<file path="src/verilog/rv_pkg.sv">
package rv_pkg;

    localparam int unsigned XLEN   = 32;
    localparam int unsigned REG_AW = 5;
    localparam int unsigned MEM_AW = 8;   // 256 words

    // major opcodes
    localparam logic [6:0] OP_RTYPE = 7'b0110011;
    localparam logic [6:0] OP_ITYPE = 7'b0010011;
    localparam logic [6:0] OP_LOAD  = 7'b0000011;
    localparam logic [6:0] OP_STORE = 7'b0100011;

    localparam logic [2:0] F3_ADD_SUB = 3'b000;
    localparam logic [2:0] F3_XOR     = 3'b100;
    localparam logic [2:0] F3_OR      = 3'b110;
    localparam logic [2:0] F3_AND     = 3'b111;
    localparam logic [2:0] F3_LW_SW   = 3'b010;

    localparam logic [6:0] F7_SUB = 7'b0100000;

    // request fsm states, shared by executor and debug port
    localparam logic [1:0] ST_IDLE = 2'd0;
    localparam logic [1:0] ST_REQ  = 2'd1;
    localparam logic [1:0] ST_WAIT = 2'd2;

    typedef union packed {
        struct packed {
            logic [6:0] funct7;
            logic [4:0] rs2;
            logic [4:0] rs1;
            logic [2:0] funct3;
            logic [4:0] rd;
            logic [6:0] opcode;
        } r;
        struct packed {
            logic [11:0] imm;
            logic [4:0]  rs1;
            logic [2:0]  funct3;
            logic [4:0]  rd;
            logic [6:0]  opcode;
        } i;
        struct packed {
            logic [6:0] imm_hi;
            logic [4:0] rs2;
            logic [4:0] rs1;
            logic [2:0] funct3;
            logic [4:0] imm_lo;
            logic [6:0] opcode;
        } s;
    } instr_u;

endpackage

</file>
<file path="src/verilog/mem_arbiter.sv">
`timescale 1ns/1ps

module mem_arbiter (
    input  logic                      clk,
    input  logic                      rst_n,
    input  logic                      core_req_i,
    input  logic                      core_we_i,
    input  logic [rv_pkg::MEM_AW-1:0] core_addr_i,
    input  logic [rv_pkg::XLEN-1:0]   core_wdata_i,
    input  logic                      dbg_req_i,
    input  logic                      dbg_we_i,
    input  logic [rv_pkg::MEM_AW-1:0] dbg_addr_i,
    input  logic [rv_pkg::XLEN-1:0]   dbg_wdata_i,
    output logic                      core_gnt_o,
    output logic                      dbg_gnt_o,
    output logic                      ram_we_o,
    output logic [rv_pkg::MEM_AW-1:0] ram_addr_o,
    output logic [rv_pkg::XLEN-1:0]   ram_wdata_o
);

    logic last_dbg_q;   // debug port won the last grant

    always_comb begin
        core_gnt_o = core_req_i;
        dbg_gnt_o  = dbg_req_i;
        if (core_req_i && dbg_req_i) begin
            core_gnt_o = last_dbg_q;
            dbg_gnt_o  = !last_dbg_q;
        end
    end

    always_comb begin
        ram_we_o    = 1'b0;
        ram_addr_o  = core_addr_i;
        ram_wdata_o = core_wdata_i;
        if (core_gnt_o) begin
            ram_we_o = core_we_i;
        end else if (dbg_gnt_o) begin
            ram_we_o    = dbg_we_i;
            ram_addr_o  = dbg_addr_i;
            ram_wdata_o = dbg_wdata_i;
        end
    end

    always_ff @(posedge clk or negedge rst_n) begin
        if (!rst_n) begin
            last_dbg_q <= 1'b0;
        end else if (core_gnt_o) begin
            last_dbg_q <= 1'b0;
        end else if (dbg_gnt_o) begin
            last_dbg_q <= 1'b1;
        end
    end

    a_gnt_onehot: assert property (
        @(posedge clk) disable iff (!rst_n) !(core_gnt_o && dbg_gnt_o)
    ) else $error("both ram grants high");

endmodule

</file>
<file path="config.mk">
export PLATFORM = sky130hd
export DESIGN_NAME = mem_arbiter
export DESIGN_NICKNAME = d
export VERILOG_FILES = /design/src/verilog/rv_pkg.sv /design/src/verilog/mem_arbiter.sv
export SDC_FILE = /design/constraint.sdc
export NUM_CORES = 1
export LEC_CHECK = 0
export ABC_CLOCK_PERIOD_IN_PS = 1300
export BUFFER_PORTS_ARGS = -buffer_cell sky130_fd_sc_hd__buf_2
export CAP_MARGIN = 25
export CORE_AREA = 4 4 58 60
export DETAILED_ROUTE_END_ITERATION = 10
export DIE_AREA = 0 0 62 64
export PLACE_DENSITY = 0.83
export SYNTH_ARGS = -nofsm -noshare
export SYNTH_HDL_FRONTEND = slang
export SYNTH_SLANG_ARGS = --single-unit
</file>
<file path="constraint.sdc">
create_clock -name clk -period 1.3 [get_ports clk]
set_input_delay 0.13 -clock clk [delete_from_list [all_inputs] [get_ports clk]]
set_output_delay 0.13 -clock clk [all_outputs]
set_load 0.01 [all_outputs]
</file>
==> qor.log <==
[min_path] worst hold path stage count 3
[power_and_ir_drop] Sw Pwr 0.254 mW
[worst_setup_path] worst r2r src last_dbg_q
[sta] total count of max-transition violations in the final report 0
[floorplanning] Starting Density 19.9%
[sta] count of final hold-check violations 0
[grt] Overflow after GRT 0
[route] WL/cell 14.4 µm
[sta] post-layout min period 1.43 ns
[route] total DRC errors in the routed layout 0
[route] routed wire length on met3 580 µm
[grt] global-route wire length before repair 4140 µm
[floorplanning] overall die height 64 µm
[cts] clock-pin slew of the registers on the worst-case setup and hold paths 0 ns
[sta] measured slew at the worst slew-check pin 0.199 ns
[sta] final worst path period share 110%
[layout] largest registers last_dbg_q (1)
[power_and_ir_drop] worst IR drop on VDD 295 µV
[sta] final clock skew 0 ns
[layout] post-route standard cell area excluding fillers 1420 µm²
[min_path] min-delay src dbg_req_i
[placement] area of placed instances 1280 µm²
[worst_setup_path] startpoint types flip-flop
[yosys] #FFs+latches synth 1
[route] final routed wirelength across all metal layers 3070 µm
[placement] Post-DP HPWL 2650 µm
[sta] relative slew slack 86.7%
[grt] pin count of the biggest net entering global routing 19
[power_and_ir_drop] reported leakage power 0.821 nW
[power_and_ir_drop] Pwr Density 486 nW/µm²
[floorplanning] die area 3970 µm²
[route] Pre-Repair DR Iteration Count 2
[floorplanning] area of the core 2930 µm²
[sta] setup repair after global routing missed its margin yes
[power_and_ir_drop] internal power consumption 0.436 mW
[yosys] Cell Area, Synth 583 µm²
[power_and_ir_drop] Clock power frac 0%
[yosys] mean cell area of the mapped netlist 11.4 µm²
[yosys] Synthesis Warnings 0
[layout] fraction of layout instances using a drive strength above 1 96.1%
[grt] initial antenna violation count 0
[power_and_ir_drop] sum of internal, switching and leakage power 0.690 mW
[floorplanning] num rows 20
[sta] final critical-path setup slack -0.132 ns
[worst_setup_path] worst flop-to-flop path endpoint last_dbg_q
[worst_setup_path] length in cells of the worst reg-to-reg path 3
[run_status] failing checks setup timing
[worst_setup_path] Crit Path Category reg -> out
[layout] Largest register FFs 1
[route] overall via count from detail_route 947
[yosys] number of cells produced by synthesis 51
[sta] final number of setup-violating endpoints 40
[route] per-cell via count in the routed design 4.43
[route] drt initial violations 10
[worst_setup_path] required time at the worst-slack endpoint 1.17 ns
[worst_setup_path] Worst Path Max Fanout 18
[power_and_ir_drop] part of the total power dissipated in combinational logic 94.0%
[route] met2 wirelength from detailed routing 1560 µm
[cts] clock latency of the later-clocked register in the worst-skew pair 0 ns
[route] Detail Route Antenna Nets 0
[route] top sig layer met4
[yosys] ranking of synthesized cells by area mux2_2 (71%), buf_6 (7.7%), mux2_4 (7.7%)
[yosys] cell type with the highest aggregate area in the netlist mux2_2
[placement] final weighted congestion in routability-driven placement 0.701
[yosys] synth unique cells 10
[route] DRT met1 WL 924 µm
[layout] final design utilization 48.5%
[floorplanning] Die Width 62 µm
[grt] Total Routing Usage GR 13.1%
[run_status] status finished, violations left
[floorplanning] count of boundary I/O pins 129
[placement] count of port buffers added during placement 128
[power_and_ir_drop] fraction of power spent switching nets 36.8%
[worst_setup_path] worst endpoint data arrival time 1.30 ns
[layout] Nets 269
[yosys] Synth top area share 71.5%
[yosys] Net Count, Synth 137
[sta] final-layout worst hold slack 0.416 ns
[sta] final sum of negative setup slack -3.96 ns
[worst_setup_path] CP Capture Type primary output
[layout] count of antenna diodes in the layout 0
[grt] via count of the first global-routing pass 1011
[worst_setup_path] register-to-register path setup slack 0.52 ns
[power_and_ir_drop] power share of the sequential group 6.0%
[flow_run] max cap viols 0
[min_path] type of the most critical hold path in -> reg
[min_path] destination of the worst hold path last_dbg_q
[yosys] proportion of synthesized chip area in sequential cells 4.29%
[layout] largest register by flop count last_dbg_q
[sta] maximum clock rate 0.699 GHz
[layout] area overhead of the layout relative to synthesis 143%
[cts] Post-CTS Setup Inserts 0
placed cells by master, fill, tap and decap left out, types with 2 or more instances in the layout:
| master | n |
|---|---|
| mux2_4 | 18 |
| buf_2 | 116 |
| mux2_2 | 22 |
| buf_4 | 2 |
| buf_6 | 14 |
area by class of cell:
cell class | count | area (µm²)
Timing Repair Buffer | 134 | 783
Fill cell | 284 | 1510
Tap cell | 33 | 41.3
Sequential cell | 1 | 25.0
Multi-Input combinational cell | 46 | 569
Yosys cell counts:
cell	n
a32o_1	1
mux2_2	37
buf_6	4
mux2_4	3
a21oi_1	1
or2b_1	1
dfrtp_1	1
and2_1	1
a21boi_4	1
nor2_1	1
layer usage:
layer  vias up  global-route usage [%]
met5         -                       0
met4         0                    1.06
met3         2                    3.23
met2        77                    25.9
met1       412                    13.6
li1        456                       -
timing repair:
item,CTS,global route
resized for setup,1,25
pin swaps,0,1
endpoints found under the setup margin,40,41
hold buffers,1,0
hold endpoints to repair,1,0
critical path, stage by stage, from the launching register on:
cell and delay [ns]:
dfrtp_1 0.38, a21boi_4 0.22, buf_12 0.20, mux2_2 0.35
buf_2 0.14
power by group through the flow:
stage / clock, mW / sequential, mW / combinational, mW
2_1_floorplan: 0 / 0.0420 / 0.307
3_3_place_gp: 0 / 0.0406 / 0.558
3_5_place_dp: 0 / 0.0410 / 0.566
4_1_cts: 0 / 0.0410 / 0.573
5_1_grt: 0 / 0.0417 / 0.702
6_report: 0 / 0.0410 / 0.649
worst max path at each step:
stage          startpoint         endpoint  slack (ns)  cells after the start
2_1_floorplan  last_dbg_q  ram_wdata_o[13]       -0.01                      3
3_3_place_gp   last_dbg_q  ram_wdata_o[18]       -0.14                      4
3_5_place_dp   last_dbg_q    ram_addr_o[2]       -0.17                      4
4_1_cts        last_dbg_q    ram_addr_o[7]       -0.12                      4
5_1_grt        last_dbg_q  ram_wdata_o[18]       -0.20                      4
6_report       last_dbg_q  ram_wdata_o[18]       -0.13                      4
cell families (layout without fill, tap and decap cells):
family                 after synthesis  count (layout)  share of synthesized area (%)
multiplexers                        40              40                           79.2
buffers and inverters                4             134                           7.72
AO/OA/AOI/OAI                        3               3                           5.79
AND/OR/NAND/NOR                      3               3                           3.00
flip-flops                           1               1                           4.29
per-stage QoR:
step           instances  setup WS (ns)
2_1_floorplan         51        -0.0118
3_3_place_gp         213         -0.143
3_5_place_dp         213         -0.166
4_1_cts              214         -0.123
5_1_grt              214         -0.196
6_report             214         -0.132
Power figures use the tool's default switching activity.
