**config.mk**
```make
export PLATFORM = sky130hd
export DESIGN_NAME = debug_port
export DESIGN_NICKNAME = d
export VERILOG_FILES = /design/src/verilog/rv_pkg.sv /design/src/verilog/debug_port.sv
export SDC_FILE = /design/constraint.sdc
export NUM_CORES = 1
export LEC_CHECK = 0
export BUFFER_PORTS_ARGS = -buffer_cell sky130_fd_sc_hd__buf_2
export CELL_PAD_IN_SITES_DETAIL_PLACEMENT = 1
export CELL_PAD_IN_SITES_GLOBAL_PLACEMENT = 2
export CORE_MARGIN = 2
export CORE_UTILIZATION = 29
export DETAILED_ROUTE_END_ITERATION = 6
export GPL_TIMING_DRIVEN = 0
export PLACE_DENSITY = 0.89
export REMOVE_ABC_BUFFERS = 1
export SYNTH_ARGS = -nofsm -noshare
export SYNTH_HDL_FRONTEND = slang
export SYNTH_SLANG_ARGS = --single-unit
```
**constraint.sdc**
```tcl
create_clock -name clk -period 6 [get_ports clk]
set_clock_uncertainty 0.2 [all_clocks]
set_input_delay 0.3 -clock clk [delete_from_list [all_inputs] [get_ports clk]]
set_output_delay 0.3 -clock clk [all_outputs]
set_load 0.05 [all_outputs]
```
**src/verilog/rv_pkg.sv**
```systemverilog
package rv_pkg;

    localparam int unsigned XLEN   = 32;
    localparam int unsigned REG_AW = 5;
    localparam int unsigned MEM_AW = 8;   // 256 words

    // major opcodes
    localparam logic [6:0] OP_RTYPE = 7'b0110011;
    localparam logic [6:0] OP_ITYPE = 7'b0010011;
    localparam logic [6:0] OP_LOAD  = 7'b0000011;
    localparam logic [6:0] OP_STORE = 7'b0100011;

    localparam logic [2:0] F3_ADD_SUB = 3'b000;
    localparam logic [2:0] F3_XOR     = 3'b100;
    localparam logic [2:0] F3_OR      = 3'b110;
    localparam logic [2:0] F3_AND     = 3'b111;
    localparam logic [2:0] F3_LW_SW   = 3'b010;

    localparam logic [6:0] F7_SUB = 7'b0100000;

    // request fsm states, shared by executor and debug port
    localparam logic [1:0] ST_IDLE = 2'd0;
    localparam logic [1:0] ST_REQ  = 2'd1;
    localparam logic [1:0] ST_WAIT = 2'd2;

    typedef union packed {
        struct packed {
            logic [6:0] funct7;
            logic [4:0] rs2;
            logic [4:0] rs1;
            logic [2:0] funct3;
            logic [4:0] rd;
            logic [6:0] opcode;
        } r;
        struct packed {
            logic [11:0] imm;
            logic [4:0]  rs1;
            logic [2:0]  funct3;
            logic [4:0]  rd;
            logic [6:0]  opcode;
        } i;
        struct packed {
            logic [6:0] imm_hi;
            logic [4:0] rs2;
            logic [4:0] rs1;
            logic [2:0] funct3;
            logic [4:0] imm_lo;
            logic [6:0] opcode;
        } s;
    } instr_u;

endpackage

```
**src/verilog/debug_port.sv**
```systemverilog
`timescale 1ns/1ps

module debug_port (
    input  logic                      clk,
    input  logic                      rst_n,
    input  logic                      dbg_req_i,
    input  logic                      dbg_mem_i,
    input  logic                      dbg_we_i,
    input  logic [rv_pkg::MEM_AW-1:0] dbg_addr_i,
    input  logic [rv_pkg::XLEN-1:0]   dbg_wdata_i,
    output logic                      dbg_ack_o,
    output logic [rv_pkg::XLEN-1:0]   dbg_rdata_o,
    output logic [rv_pkg::REG_AW-1:0] reg_addr_o,
    input  logic [rv_pkg::XLEN-1:0]   reg_data_i,
    output logic                      mem_req_o,
    output logic                      mem_we_o,
    output logic [rv_pkg::MEM_AW-1:0] mem_addr_o,
    output logic [rv_pkg::XLEN-1:0]   mem_wdata_o,
    input  logic                      mem_gnt_i,
    input  logic [rv_pkg::XLEN-1:0]   mem_rdata_i
);
    import rv_pkg::*;

    logic [1:0]        state_q;
    logic              accept;
    logic              mem_we_q;
    logic [MEM_AW-1:0] addr_q;
    logic [XLEN-1:0]   wdata_q;

    // requests while one is in flight are dropped
    assign accept     = dbg_req_i && (state_q == ST_IDLE) && !dbg_ack_o;
    assign reg_addr_o = dbg_addr_i[REG_AW-1:0];

    always_ff @(posedge clk or negedge rst_n) begin
        if (!rst_n) begin
            state_q   <= ST_IDLE;
            mem_we_q  <= 1'b0;
            dbg_ack_o <= 1'b0;
        end else begin
            dbg_ack_o <= 1'b0;
            case (state_q)
                ST_IDLE: begin
                    if (accept && dbg_mem_i) begin
                        state_q  <= ST_REQ;
                        mem_we_q <= dbg_we_i;
                    end else if (accept) begin
                        dbg_ack_o <= 1'b1;   // register read, one cycle
                    end
                end
                ST_REQ: begin
                    if (mem_gnt_i && mem_we_q) begin
                        state_q   <= ST_IDLE;
                        dbg_ack_o <= 1'b1;
                    end else if (mem_gnt_i) begin
                        state_q <= ST_WAIT;
                    end
                end
                ST_WAIT: begin
                    state_q   <= ST_IDLE;
                    dbg_ack_o <= 1'b1;
                end
                default: state_q <= ST_IDLE;
            endcase
        end
    end

    always_ff @(posedge clk) begin
        if (accept) begin
            addr_q  <= dbg_addr_i;
            wdata_q <= dbg_wdata_i;
        end
        if (accept && !dbg_mem_i) begin
            dbg_rdata_o <= reg_data_i;
        end else if (state_q == ST_WAIT) begin
            dbg_rdata_o <= mem_rdata_i;   // ram output valid now
        end
    end

    assign mem_req_o   = (state_q == ST_REQ);
    assign mem_we_o    = mem_we_q;
    assign mem_addr_o  = addr_q;
    assign mem_wdata_o = wdata_q;

    a_gnt_needs_req: assert property (
        @(posedge clk) disable iff (!rst_n) mem_gnt_i |-> mem_req_o
    ) else $error("ram grant without a debug request");

endmodule

```
==> summary.md <==
| Metric | Value |
|---|---|
| Worst-Margin Slew | `between 700 and 800 ps` |
| First-pass GRT wire length | `12900 um` |
| Layout cell share with drive strength beyond 1 | `approximately two thirds` |
| CTS Buf Count | `9` |
| Critical-path top delay cell | `or2_2` |
| Initial antenna violation count | `1` |
| Core box area | `0.00977 mm2` |
| Synth warn | `0` |
| Post-Syn Area | `0.00293 mm2` |
| Setup_tns | `0 ps` |
| Post-DP HPWL | `5620 um` |
| Setup crit end kind | `flop` |
| Critical path class | `flop to flop` |
| Final worst path period share | `41.9%` |
| Unique masters post-synth | `17` |
| Met2 usage | `26.9%` |
| Inst Count DP | `around 440` |
| Top achievable clock speed | `398 MHz` |
| TritonCTS Sinks | `76` |
| Total track usage | `15.7%` |
| Net Sw Power | `between 600 and 700 uW` |
| Routed length per instance | `16.5 um` |
| CTS clock-pin slew for the worst setup and hold paths | `80 ps` |
| Critical path's top delay family | `simple AND/OR/NAND/NOR gates` |
| Starting DRC count in detailed routing | `69` |
| Max stage delay on crit path | `640 ps` |
| Power, Total | `1.84 mW` |
| Vias in the first global route | `2326` |
| Power Density | `396 mW/mm2` |
| Lkg Pwr | `between 2 and 2.5 nW` |
| Max_cap viols | `0` |
| Syn Area/Cell | `about 23 um2` |
| Met1 GRT Util | `17.4%` |
| GRT met3 Usage | `6.70%` |
| Worst EP required | `5770 ps` |
| Critical Path Fanout Max | `32` |
| Final hold violation count | `0` |
| Initial Util | `30.0%` |
| Die X-Extent | `104 um` |
| Final RePlAce weighted congestion | `0.694` |
| Num rows | `36` |
| Htree depth | `3` |
| Post-DRT Antenna Nets | `0` |
| Register bit total from synthesis | `76` |
| Class of the worst hold path | `input pin to flop` |
| Grt total ovfl | `0` |
| CTS tree | `yes` |
| Nets | `475` |
| CP Data Arrival Time | `2280 ps` |
| Combinational share of power | `34.4%` |
| Crit path buf inv count | `0` |
| Commonest non-fill, non-tap cell in the layout | `buf_2` |
| Min Tclk post-route | `2510 ps` |
| Hold WS | `44.8 ps` |
| RSZ-0062 raised after global routing | `no` |
| Reg power frac | `40.3%` |
| Crit path cell chain | `nor4b_4, and2b_2, or2_2` |
| Cells after synthesis | `128` |
| Root Buffer | `clkbuf_8` |
| Int Pwr | `1.16 mW` |
| DIE HEIGHT | `104 um` |
| GRT Max-Usage Layer | `met2` |
| Drt pass-1 iters | `4` |
| Area growth syn-to-layout | `58.6%` |
| Full die area | `about 0.011 mm2` |
| Final Slew Violations | `0` |
| Non-Filler Instances | `~500` |
| Antenna diode instance count | `0` |
| Routed wire length | `8290 um` |
| DRC viols | `0` |
| Routed vias/inst | `4.19` |
| Clk buf depth | `2` |
| Setup repair bufs after CTS | `0` |
| Largest net degree at the start of global routing | `33` |
| Sw Share | `between 30% and 40%` |
| Worst VDD drop | `128 uV` |
| Most frequent cells in the layout | `buf_2, edfxtp_1, dlygate4sd3_1` |
| # setup viols final | `0` |
| Port Buf Inserts | `189` |
| Slew headroom | `between 40% and 50%` |
| Status | `finished, final reports clean` |
| Via Count | `about 2100` |
| Nature of the critical path startpoint | `flop` |
| Clk pwr share | `between 20% and 30%` |
| Sequential share of the synthesized area | `77.3%` |
| Skew-Pair Late Insertion Delay | `350 ps` |
| # IOs | `190` |
| Post-layout util | `47.5%` |
[cell usage after synthesis]
cell | n | share of area [%]
nor3b_1 | 1 | 0.26
nor4b_4 | 1 | 0.81
nor2b_1 | 1 | 0.21
nand2b_1 | 1 | 0.21
or2_2 | 1 | 0.21
mux2_4 | 28 | 14
buf_4 | 5 | 1.3
mux2_2 | 5 | 1.9
buf_12 | 3 | 2.1
inv_1 | 1 | 0.13
dfrtp_1 | 4 | 3.4
nand2_1 | 1 | 0.13
edfxtp_1 | 72 | 74
buf_6 | 1 | 0.38
and2b_1 | 1 | 0.26
a311o_1 | 1 | 0.34
o21ai_0 | 1 | 0.17
[power groups by stage]
stage                     Sequential [mW]  Clock [mW]  Combinational (mW)
final                               0.741       0.467               0.633
after CTS                           0.739       0.480               0.635
after global placement              0.749           0               0.596
after detailed placement            0.751           0               0.612
after global routing                0.749       0.506               0.665
after floorplan                      1.06           0               0.131
[timing repair]
action,4_1_cts,5_1_grt
hold buffers,43,0
resized for setup,0,0
endpoints found under the hold margin,46,0
endpoints found under the setup margin,0,0
[sequential cells by signal, indices dropped and copies added (netlist names)]
register and flops:
mem_we_o 1, dbg_ack_o 1, mem_wdata_o 32, dbg_rdata_o 32, state_q 2, mem_addr_o 8
[worst register-to-register path, stage by stage, from the launching register on]
cell,delay (ps)
dfrtp_1,420
nor4b_4,560
and2b_2,310
or2_2,640
[path summary, 6_finish.rpt]
check | from | endpoint | slack [ps] | cells past startpoint
setup / recovery | state_q[1]$_DFFE_PN0P_ | dbg_rdata_o[8]$_DFFE_PP_ | 3490 | 3
max in group asynchronous | rst_n | state_q[1]$_DFFE_PN0P_ | 5390 | 2
hold / removal | reg_data_i[6] | dbg_rdata_o[6]$_DFFE_PP_ | 40 | 2
hold reg to reg | mem_we_o$_DFFE_PN0P_ | state_q[1]$_DFFE_PN0P_ | 320 | 1
min in group asynchronous | rst_n | mem_we_o$_DFFE_PN0P_ | 80 | 2
setup reg to reg | state_q[1]$_DFFE_PN0P_ | dbg_rdata_o[8]$_DFFE_PP_ | 3490 | 3
[metrics by stage]
step	worst slack [ps]	area (um2)
after floorplan	1450	2820
final	3490	4640
after global routing	3270	4640
after detailed placement	3470	3980
after global placement	829	3930
after CTS	3450	4640
[cells by family after synthesis]
kind of cell | Yosys count | share of synthesized area, %
AOI/OAI and AO/OA | 2 | 0.513
DFF | 76 | 77.3
and+or+nand+nor | 7 | 2.09
muxes | 33 | 16.3
buffers and inverters | 10 | 3.85
[layer usage]
layer  routed length [um]  share of wire (%)
met3                  936                 11
met5                   13               0.16
met4                  129                1.6
met1                 3090                 37
met2                 4120                 50
[area by class of cell]
type                       count  area, um2
tap                          133        166
sequential                    76       2260
fill                        1013       5130
clock buffer                  10        128
multi-input combinational     42        554
inverter                       1       3.75
clock inverter                 6        111
timing repair buffer         235       1420
Power figures use the tool's default switching activity.
