==> src/verilog/rv_pkg.sv <==
package rv_pkg;

    localparam int unsigned XLEN   = 32;
    localparam int unsigned REG_AW = 5;
    localparam int unsigned MEM_AW = 8;   // 256 words

    // major opcodes
    localparam logic [6:0] OP_RTYPE = 7'b0110011;
    localparam logic [6:0] OP_ITYPE = 7'b0010011;
    localparam logic [6:0] OP_LOAD  = 7'b0000011;
    localparam logic [6:0] OP_STORE = 7'b0100011;

    localparam logic [2:0] F3_ADD_SUB = 3'b000;
    localparam logic [2:0] F3_XOR     = 3'b100;
    localparam logic [2:0] F3_OR      = 3'b110;
    localparam logic [2:0] F3_AND     = 3'b111;
    localparam logic [2:0] F3_LW_SW   = 3'b010;

    localparam logic [6:0] F7_SUB = 7'b0100000;

    // request fsm states, shared by executor and debug port
    localparam logic [1:0] ST_IDLE = 2'd0;
    localparam logic [1:0] ST_REQ  = 2'd1;
    localparam logic [1:0] ST_WAIT = 2'd2;

    typedef union packed {
        struct packed {
            logic [6:0] funct7;
            logic [4:0] rs2;
            logic [4:0] rs1;
            logic [2:0] funct3;
            logic [4:0] rd;
            logic [6:0] opcode;
        } r;
        struct packed {
            logic [11:0] imm;
            logic [4:0]  rs1;
            logic [2:0]  funct3;
            logic [4:0]  rd;
            logic [6:0]  opcode;
        } i;
        struct packed {
            logic [6:0] imm_hi;
            logic [4:0] rs2;
            logic [4:0] rs1;
            logic [2:0] funct3;
            logic [4:0] imm_lo;
            logic [6:0] opcode;
        } s;
    } instr_u;

endpackage

==> src/verilog/inst_exec.sv <==
`timescale 1ns/1ps

module inst_exec (
    input  logic                      clk,
    input  logic                      rst_n,
    input  logic                      instr_valid_i,
    input  rv_pkg::instr_u            instr_i,
    output logic                      busy_o,
    output logic [rv_pkg::REG_AW-1:0] rs1_addr_o,
    output logic [rv_pkg::REG_AW-1:0] rs2_addr_o,
    input  logic [rv_pkg::XLEN-1:0]   rs1_data_i,
    input  logic [rv_pkg::XLEN-1:0]   rs2_data_i,
    output logic                      rd_we_o,
    output logic [rv_pkg::REG_AW-1:0] rd_addr_o,
    output logic [rv_pkg::XLEN-1:0]   rd_data_o,
    output logic                      mem_req_o,
    output logic                      mem_we_o,
    output logic [rv_pkg::MEM_AW-1:0] mem_addr_o,
    output logic [rv_pkg::XLEN-1:0]   mem_wdata_o,
    input  logic                      mem_gnt_i,
    input  logic [rv_pkg::XLEN-1:0]   mem_rdata_i
);
    import rv_pkg::*;

    logic [1:0]        state_q;
    logic              accept;
    logic              alu_ok;
    logic              is_load;
    logic              is_store;
    logic [XLEN-1:0]   imm_i_ext;
    logic [XLEN-1:0]   imm_s_ext;
    logic [XLEN-1:0]   alu_res;
    logic [XLEN-1:0]   ls_addr;
    logic              mem_we_q;
    logic [MEM_AW-1:0] addr_q;
    logic [XLEN-1:0]   wdata_q;
    logic [REG_AW-1:0] ld_rd_q;

    assign accept = instr_valid_i && (state_q == ST_IDLE);

    // rs1/rs2 sit at the same bits in every format
    assign rs1_addr_o = instr_i.r.rs1;
    assign rs2_addr_o = instr_i.r.rs2;

    assign imm_i_ext = {{(XLEN-12){instr_i.i.imm[11]}}, instr_i.i.imm};
    assign imm_s_ext = {{(XLEN-12){instr_i.s.imm_hi[6]}}, instr_i.s.imm_hi, instr_i.s.imm_lo};

    assign is_load  = (instr_i.i.opcode == OP_LOAD) && (instr_i.i.funct3 == F3_LW_SW);
    assign is_store = (instr_i.s.opcode == OP_STORE) && (instr_i.s.funct3 == F3_LW_SW);

    always_comb begin
        alu_ok  = 1'b0;
        alu_res = '0;
        case (instr_i.r.opcode)
            OP_RTYPE: begin
                if (instr_i.r.funct7 == '0) begin
                    alu_ok = 1'b1;
                    case (instr_i.r.funct3)
                        F3_ADD_SUB: alu_res = rs1_data_i + rs2_data_i;
                        F3_XOR:     alu_res = rs1_data_i ^ rs2_data_i;
                        F3_OR:      alu_res = rs1_data_i | rs2_data_i;
                        F3_AND:     alu_res = rs1_data_i & rs2_data_i;
                        default:    alu_ok  = 1'b0;   // unsupported, no-op
                    endcase
                end else if (instr_i.r.funct7 == F7_SUB && instr_i.r.funct3 == F3_ADD_SUB) begin
                    alu_ok  = 1'b1;
                    alu_res = rs1_data_i - rs2_data_i;
                end
            end
            OP_ITYPE: begin
                if (instr_i.i.funct3 == F3_ADD_SUB) begin   // addi only
                    alu_ok  = 1'b1;
                    alu_res = rs1_data_i + imm_i_ext;
                end
            end
            default: begin
                alu_ok = 1'b0;
            end
        endcase
    end

    // byte address, word index taken below
    assign ls_addr = rs1_data_i + (is_store ? imm_s_ext : imm_i_ext);

    always_ff @(posedge clk or negedge rst_n) begin
        if (!rst_n) begin
            state_q  <= ST_IDLE;
            mem_we_q <= 1'b0;
        end else begin
            case (state_q)
                ST_IDLE: begin
                    if (accept && (is_load || is_store)) begin
                        state_q  <= ST_REQ;
                        mem_we_q <= is_store;
                    end
                end
                ST_REQ: begin
                    if (mem_gnt_i) begin
                        state_q <= mem_we_q ? ST_IDLE : ST_WAIT;
                    end
                end
                ST_WAIT: state_q <= ST_IDLE;   // load data written back here
                default: state_q <= ST_IDLE;
            endcase
        end
    end

    always_ff @(posedge clk) begin
        if (accept) begin
            addr_q  <= ls_addr[MEM_AW+1:2];
            wdata_q <= rs2_data_i;
            ld_rd_q <= instr_i.i.rd;
        end
    end

    assign busy_o      = (state_q != ST_IDLE);
    assign mem_req_o   = (state_q == ST_REQ);
    assign mem_we_o    = mem_we_q;
    assign mem_addr_o  = addr_q;
    assign mem_wdata_o = wdata_q;

    // alu results go back on the accepting edge, load data one cycle after grant
    assign rd_we_o   = (accept && alu_ok) || (state_q == ST_WAIT);
    assign rd_addr_o = (state_q == ST_WAIT) ? ld_rd_q : instr_i.r.rd;
    assign rd_data_o = (state_q == ST_WAIT) ? mem_rdata_i : alu_res;

    a_no_issue_when_busy: assert property (
        @(posedge clk) disable iff (!rst_n) busy_o |-> !instr_valid_i
    ) else $error("instruction issued while executor busy");

endmodule

==> config.mk <==
export PLATFORM = sky130hd
export DESIGN_NAME = inst_exec
export DESIGN_NICKNAME = d
export VERILOG_FILES = /design/src/verilog/rv_pkg.sv /design/src/verilog/inst_exec.sv
export SDC_FILE = /design/constraint.sdc
export NUM_CORES = 1
export LEC_CHECK = 0
export BUFFER_PORTS_ARGS = -buffer_cell sky130_fd_sc_hd__buf_2
export CORE_UTILIZATION = 45
export DETAILED_ROUTE_END_ITERATION = 8
export PLACE_DENSITY = 0.74
export SLEW_MARGIN = 40
export SYNTH_ARGS = -nofsm -noshare
export SYNTH_HDL_FRONTEND = slang
export SYNTH_SLANG_ARGS = --single-unit
export TNS_END_PERCENT = 10
==> constraint.sdc <==
create_clock -name clk -period 9.5 [get_ports clk]
set_clock_uncertainty 0.1 [all_clocks]
set_input_delay 0.95 -clock clk [delete_from_list [all_inputs] [get_ports clk]]
set_output_delay 0.95 -clock clk [all_outputs]
set_load 0.1 [all_outputs]
==> flow_metrics.py <==
metrics = {
    "finish": {
        "postLayoutCellArea_mm2": 0.0110,
        "fin_util_pct": 52.0,
        "area_delta_synth_final_pct": 12.9,
        "antenna_cells": 0,
        "fillCellCount": 2129,
        "drive_gt1_share_pct": 19.7,
        "finalNetCount": 1723,
    },
    "logic_synthesis": {
        "synthTopCellsByArea": "ha_1 17%, edfxtp_1 14%, a21oi_1 7.2%",
        "syn-num-nets": 1587,
        "yosysWarningCount": 0,
        "synth-edff-count": 45,
        "ys.flop_type": "edfxtp_1",
        "synth_top_area_share_pct": 16.7,
        "netlist_instances": 1322,
        "async_flop_share_pct": 6.25,
        "synth_area_mm2": 0.00972,
        "seq_area_frac_synth_pct": 14.7,
        "syn_avg_cell_area_um2": 7.35,
        "synth-seq-cells": 48,
        "yosysUniqueCellTypes": 92,
        "yosysTopAreaCell": "ha_1",
    },
    "global_routing": {
        "grt_max_degree": 63,
        "global_route.usage.total_pct": 32.3,
        "grt_antenna_before_repair": 0,
        "grt_pass1_wl_um": 55300,
        "grt_pass1_vias": 9867,
        "overflow": 0,
    },
    "critical_path": {
        "cp_top_family": "simple AND/OR/NAND/NOR gates",
        "crit_buf_inv": 2,
        "cp.required_ns": 8.45,
        "crit_slowest_cell": "nor4_1",
        "arrival_ns": 4.87,
        "path_cells": "buf_2 > nor4_1 > nand2_1 > nor2_2 > a31oi_2 > nand2_1 > nor3_1 > a2111oi_0 > o21ai_0 > buf_2",
        "worstReg2RegEnd": "mem_we_o$_DFFE_PN0P_",
        "critPathMaxStageDelay_ns": 0.63,
        "reg2reg_slack_ns": 7.38,
        "critical_path_class": "input pin to output port",
        "endpoint": "rd_data_o[21]",
        "reg2reg_depth": 5,
        "critPathLaunchType": "input pin",
        "worst-path-stages": 10,
        "critPathCaptureType": "output port",
        "cp_max_fo": 22,
        "timing.rr.start": "state_q[0]$_DFFE_PN0P_",
        "cp-startpoint": "instr_i[31]",
    },
    "place": {
        "port_buffers": 212,
        "placed_area_mm2": 0.0108,
        "place.gp.congestion": 0.982,
        "dpl.hpwl_um": 29000,
    },
    "die": {
        "io_pins": 223,
        "die_w_um": 149,
        "dieArea_mm2": 0.0222,
        "coreArea_mm2": 0.0211,
        "num_rows": 53,
        "start_util_pct": 46.1,
        "die_h_um": 149,
    },
    "clock_tree": {
        "clock_sinks": 48,
        "htree_levels": 2,
        "clk_pin_slew_ns": 0.07,
        "post_cts_resize_count": 0,
        "cts_buffers": 5,
        "clock_latency_ns": 0.30,
        "postCtsSetupBuffers": 0,
        "cts_tree": "yes",
        "cts-root-buf": "clkbuf_16",
        "cts_max_path_buffers": 2,
        "cts_hold_buf": 0,
    },
    "detailed_routing": {
        "vias": 10660,
        "drtAntennaViolNets": 0,
        "firstDrtPassIters": 7,
        "wl_um": 36600,
        "drtIter0Drc": 1082,
        "wl_per_cell_um": 21.1,
        "viasPerCell": 6.15,
        "drc": 0,
    },
    "power_and_ir_drop": {
        "p_per_area_mw_per_mm2": 102,
        "vdd_drop_max_uv": 63.7,
        "p_leak_nw": 5.00,
        "power_mw": 1.12,
    },
    "timing": {
        "max_freq_ghz": 0.169,
        "worst_slew_pin_slew_ns": 0.781,
        "finalSetupTns_ns": 0,
        "fin_crit_ns": 5.92,
        "maxSlewViolCount": 0,
        "setup_viol": 0,
        "period_share_pct": 62.3,
        "slew_headroom_pct": 47.8,
        "hold_violations": 0,
        "rsz0062_at_grt": "no",
    },
    "run_status": {
        "outcome": "complete, no violations",
    },
    "job": {
        "maxCapViolCount": 0,
    },
    "hold_path": {
        "min_path_type": "input pin to async pin",
    },
}
stage by stage:
stage                     std cells  hold WS [ns]  worst slack (ns)
after CTS                      1734         0.326              3.38
after floorplan                1322         0.462              3.22
after global placement         1724         0.344              3.39
after detailed placement       1726         0.352              3.39
final                          1734         0.331              3.58
after global routing           1734         0.331              3.49
per-layer routing:
| layer | global-route usage [%] | vias up | routed length, µm |
|---|---|---|---|
| li1 | - | 5073 | - |
| met1 | 42.8 | 4975 | 15700 |
| met2 | 52.0 | 537 | 16400 |
| met3 | 5.60 | 75 | 3220 |
| met4 | 12.4 | 0 | 1340 |
| met5 | 0 | - | 0 |
cell usage in the layout (no fill, tap or decap), types with 10 or more instances in the layout:
cell	count
buf_2	212
a21oi_1	140
nor2_1	132
ha_1	130
inv_1	112
nand2_1	106
o21ai_0	72
xnor2_1	47
edfxtp_1	45
nand3_1	24
nor3_1	22
a31oi_1	21
nand4_1	20
a21o_1	20
o22ai_1	18
o21bai_1	16
a22oi_1	16
o31ai_1	15
nand2b_1	14
o211ai_1	14
o21ai_1	13
xor2_1	13
a211oi_1	13
a221oi_1	13
a2bb2oi_1	12
nor2b_1	11
mux2i_1	10
or2_2	10
state kept, by name, indices dropped and copies added, names as in the netlist:
register	count
mem_addr_o	8
state_q	2
mem_wdata_o	32
mem_we_o	1
ld_rd_q	5
power by group:
part / internal, mW / total (mW) / switching (mW)
clock: 0.126 / 0.220 / 0.0947
combinational: 0.200 / 0.645 / 0.445
sequential: 0.248 / 0.251 / 0.00282
total: 0.574 / 1.12 / 0.542
logic make-up after synthesis:
logic type,count (synthesis),synth area share [%]
AO/OA/AOI/OAI,467,32.6
AND/OR/NAND/NOR,393,19.2
buffers and inverters,204,8.90
adder cells (fa/ha/maj),133,17.4
XOR/XNOR,60,5.41
flip-flops,48,14.7
multiplexers,17,1.84
layout make-up:
type	instances	area, µm²	share of cell area (%)
clock buffer	5	125	1.14
inverter	114	428	3.90
sequential	48	1430	13.0
multi-input combinational	1070	7480	68.2
tap	275	344	3.14
timing repair buffer	219	1120	10.2
clock inverter	3	47.5	0.434
worst reg2reg max path, delay by kind of cell (launching register included):
family                 cells  cell delay (ns)
AND/OR/NAND/NOR            3             0.62
buffers and inverters      1             0.56
flip-flops                 1             0.42
multiplexers               1             0.30
cell usage after synthesis (5+ instances only):
cell type and n:
o211ai_1 14, nand3_1 24, a21o_1 20, o21bai_1 16, buf_1 5, nand2_1 106, nor2b_1 12, inv_1 112
o21ai_1 13, nor4_1 10, nand4_1 20, a221oi_1 13, xor2_1 13, a22oi_1 16, nor2_1 135, mux2i_1 10
or2_2 10, o22ai_1 18, o221ai_1 6, nand2b_1 14, a311oi_1 5, and3_1 9, o21a_1 8, a211oi_1 13
buf_2 28, clkbuf_1 41, a31oi_1 22, ha_1 130, a2111oi_0 5, xnor2_1 47, o21ai_0 72, o31ai_1 15
edfxtp_1 45, a2bb2oi_1 12, mux2_2 5, a21oi_1 140, or3_1 7, nor3_1 22, buf_4 15
how the worst min path moves through the flow:
| stage | to | slack [ns] |
|---|---|---|
| 3_5_place_dp | state_q[1]$_DFFE_PN0P_ | 0.35 |
| 2_1_floorplan | state_q[1]$_DFFE_PN0P_ | 0.46 |
| 6_report | state_q[0]$_DFFE_PN0P_ | 0.33 |
| 4_1_cts | state_q[0]$_DFFE_PN0P_ | 0.33 |
| 3_3_place_gp | state_q[1]$_DFFE_PN0P_ | 0.34 |
| 5_1_grt | state_q[0]$_DFFE_PN0P_ | 0.33 |
No activity file was read; power rests on OpenSTA's default activity.
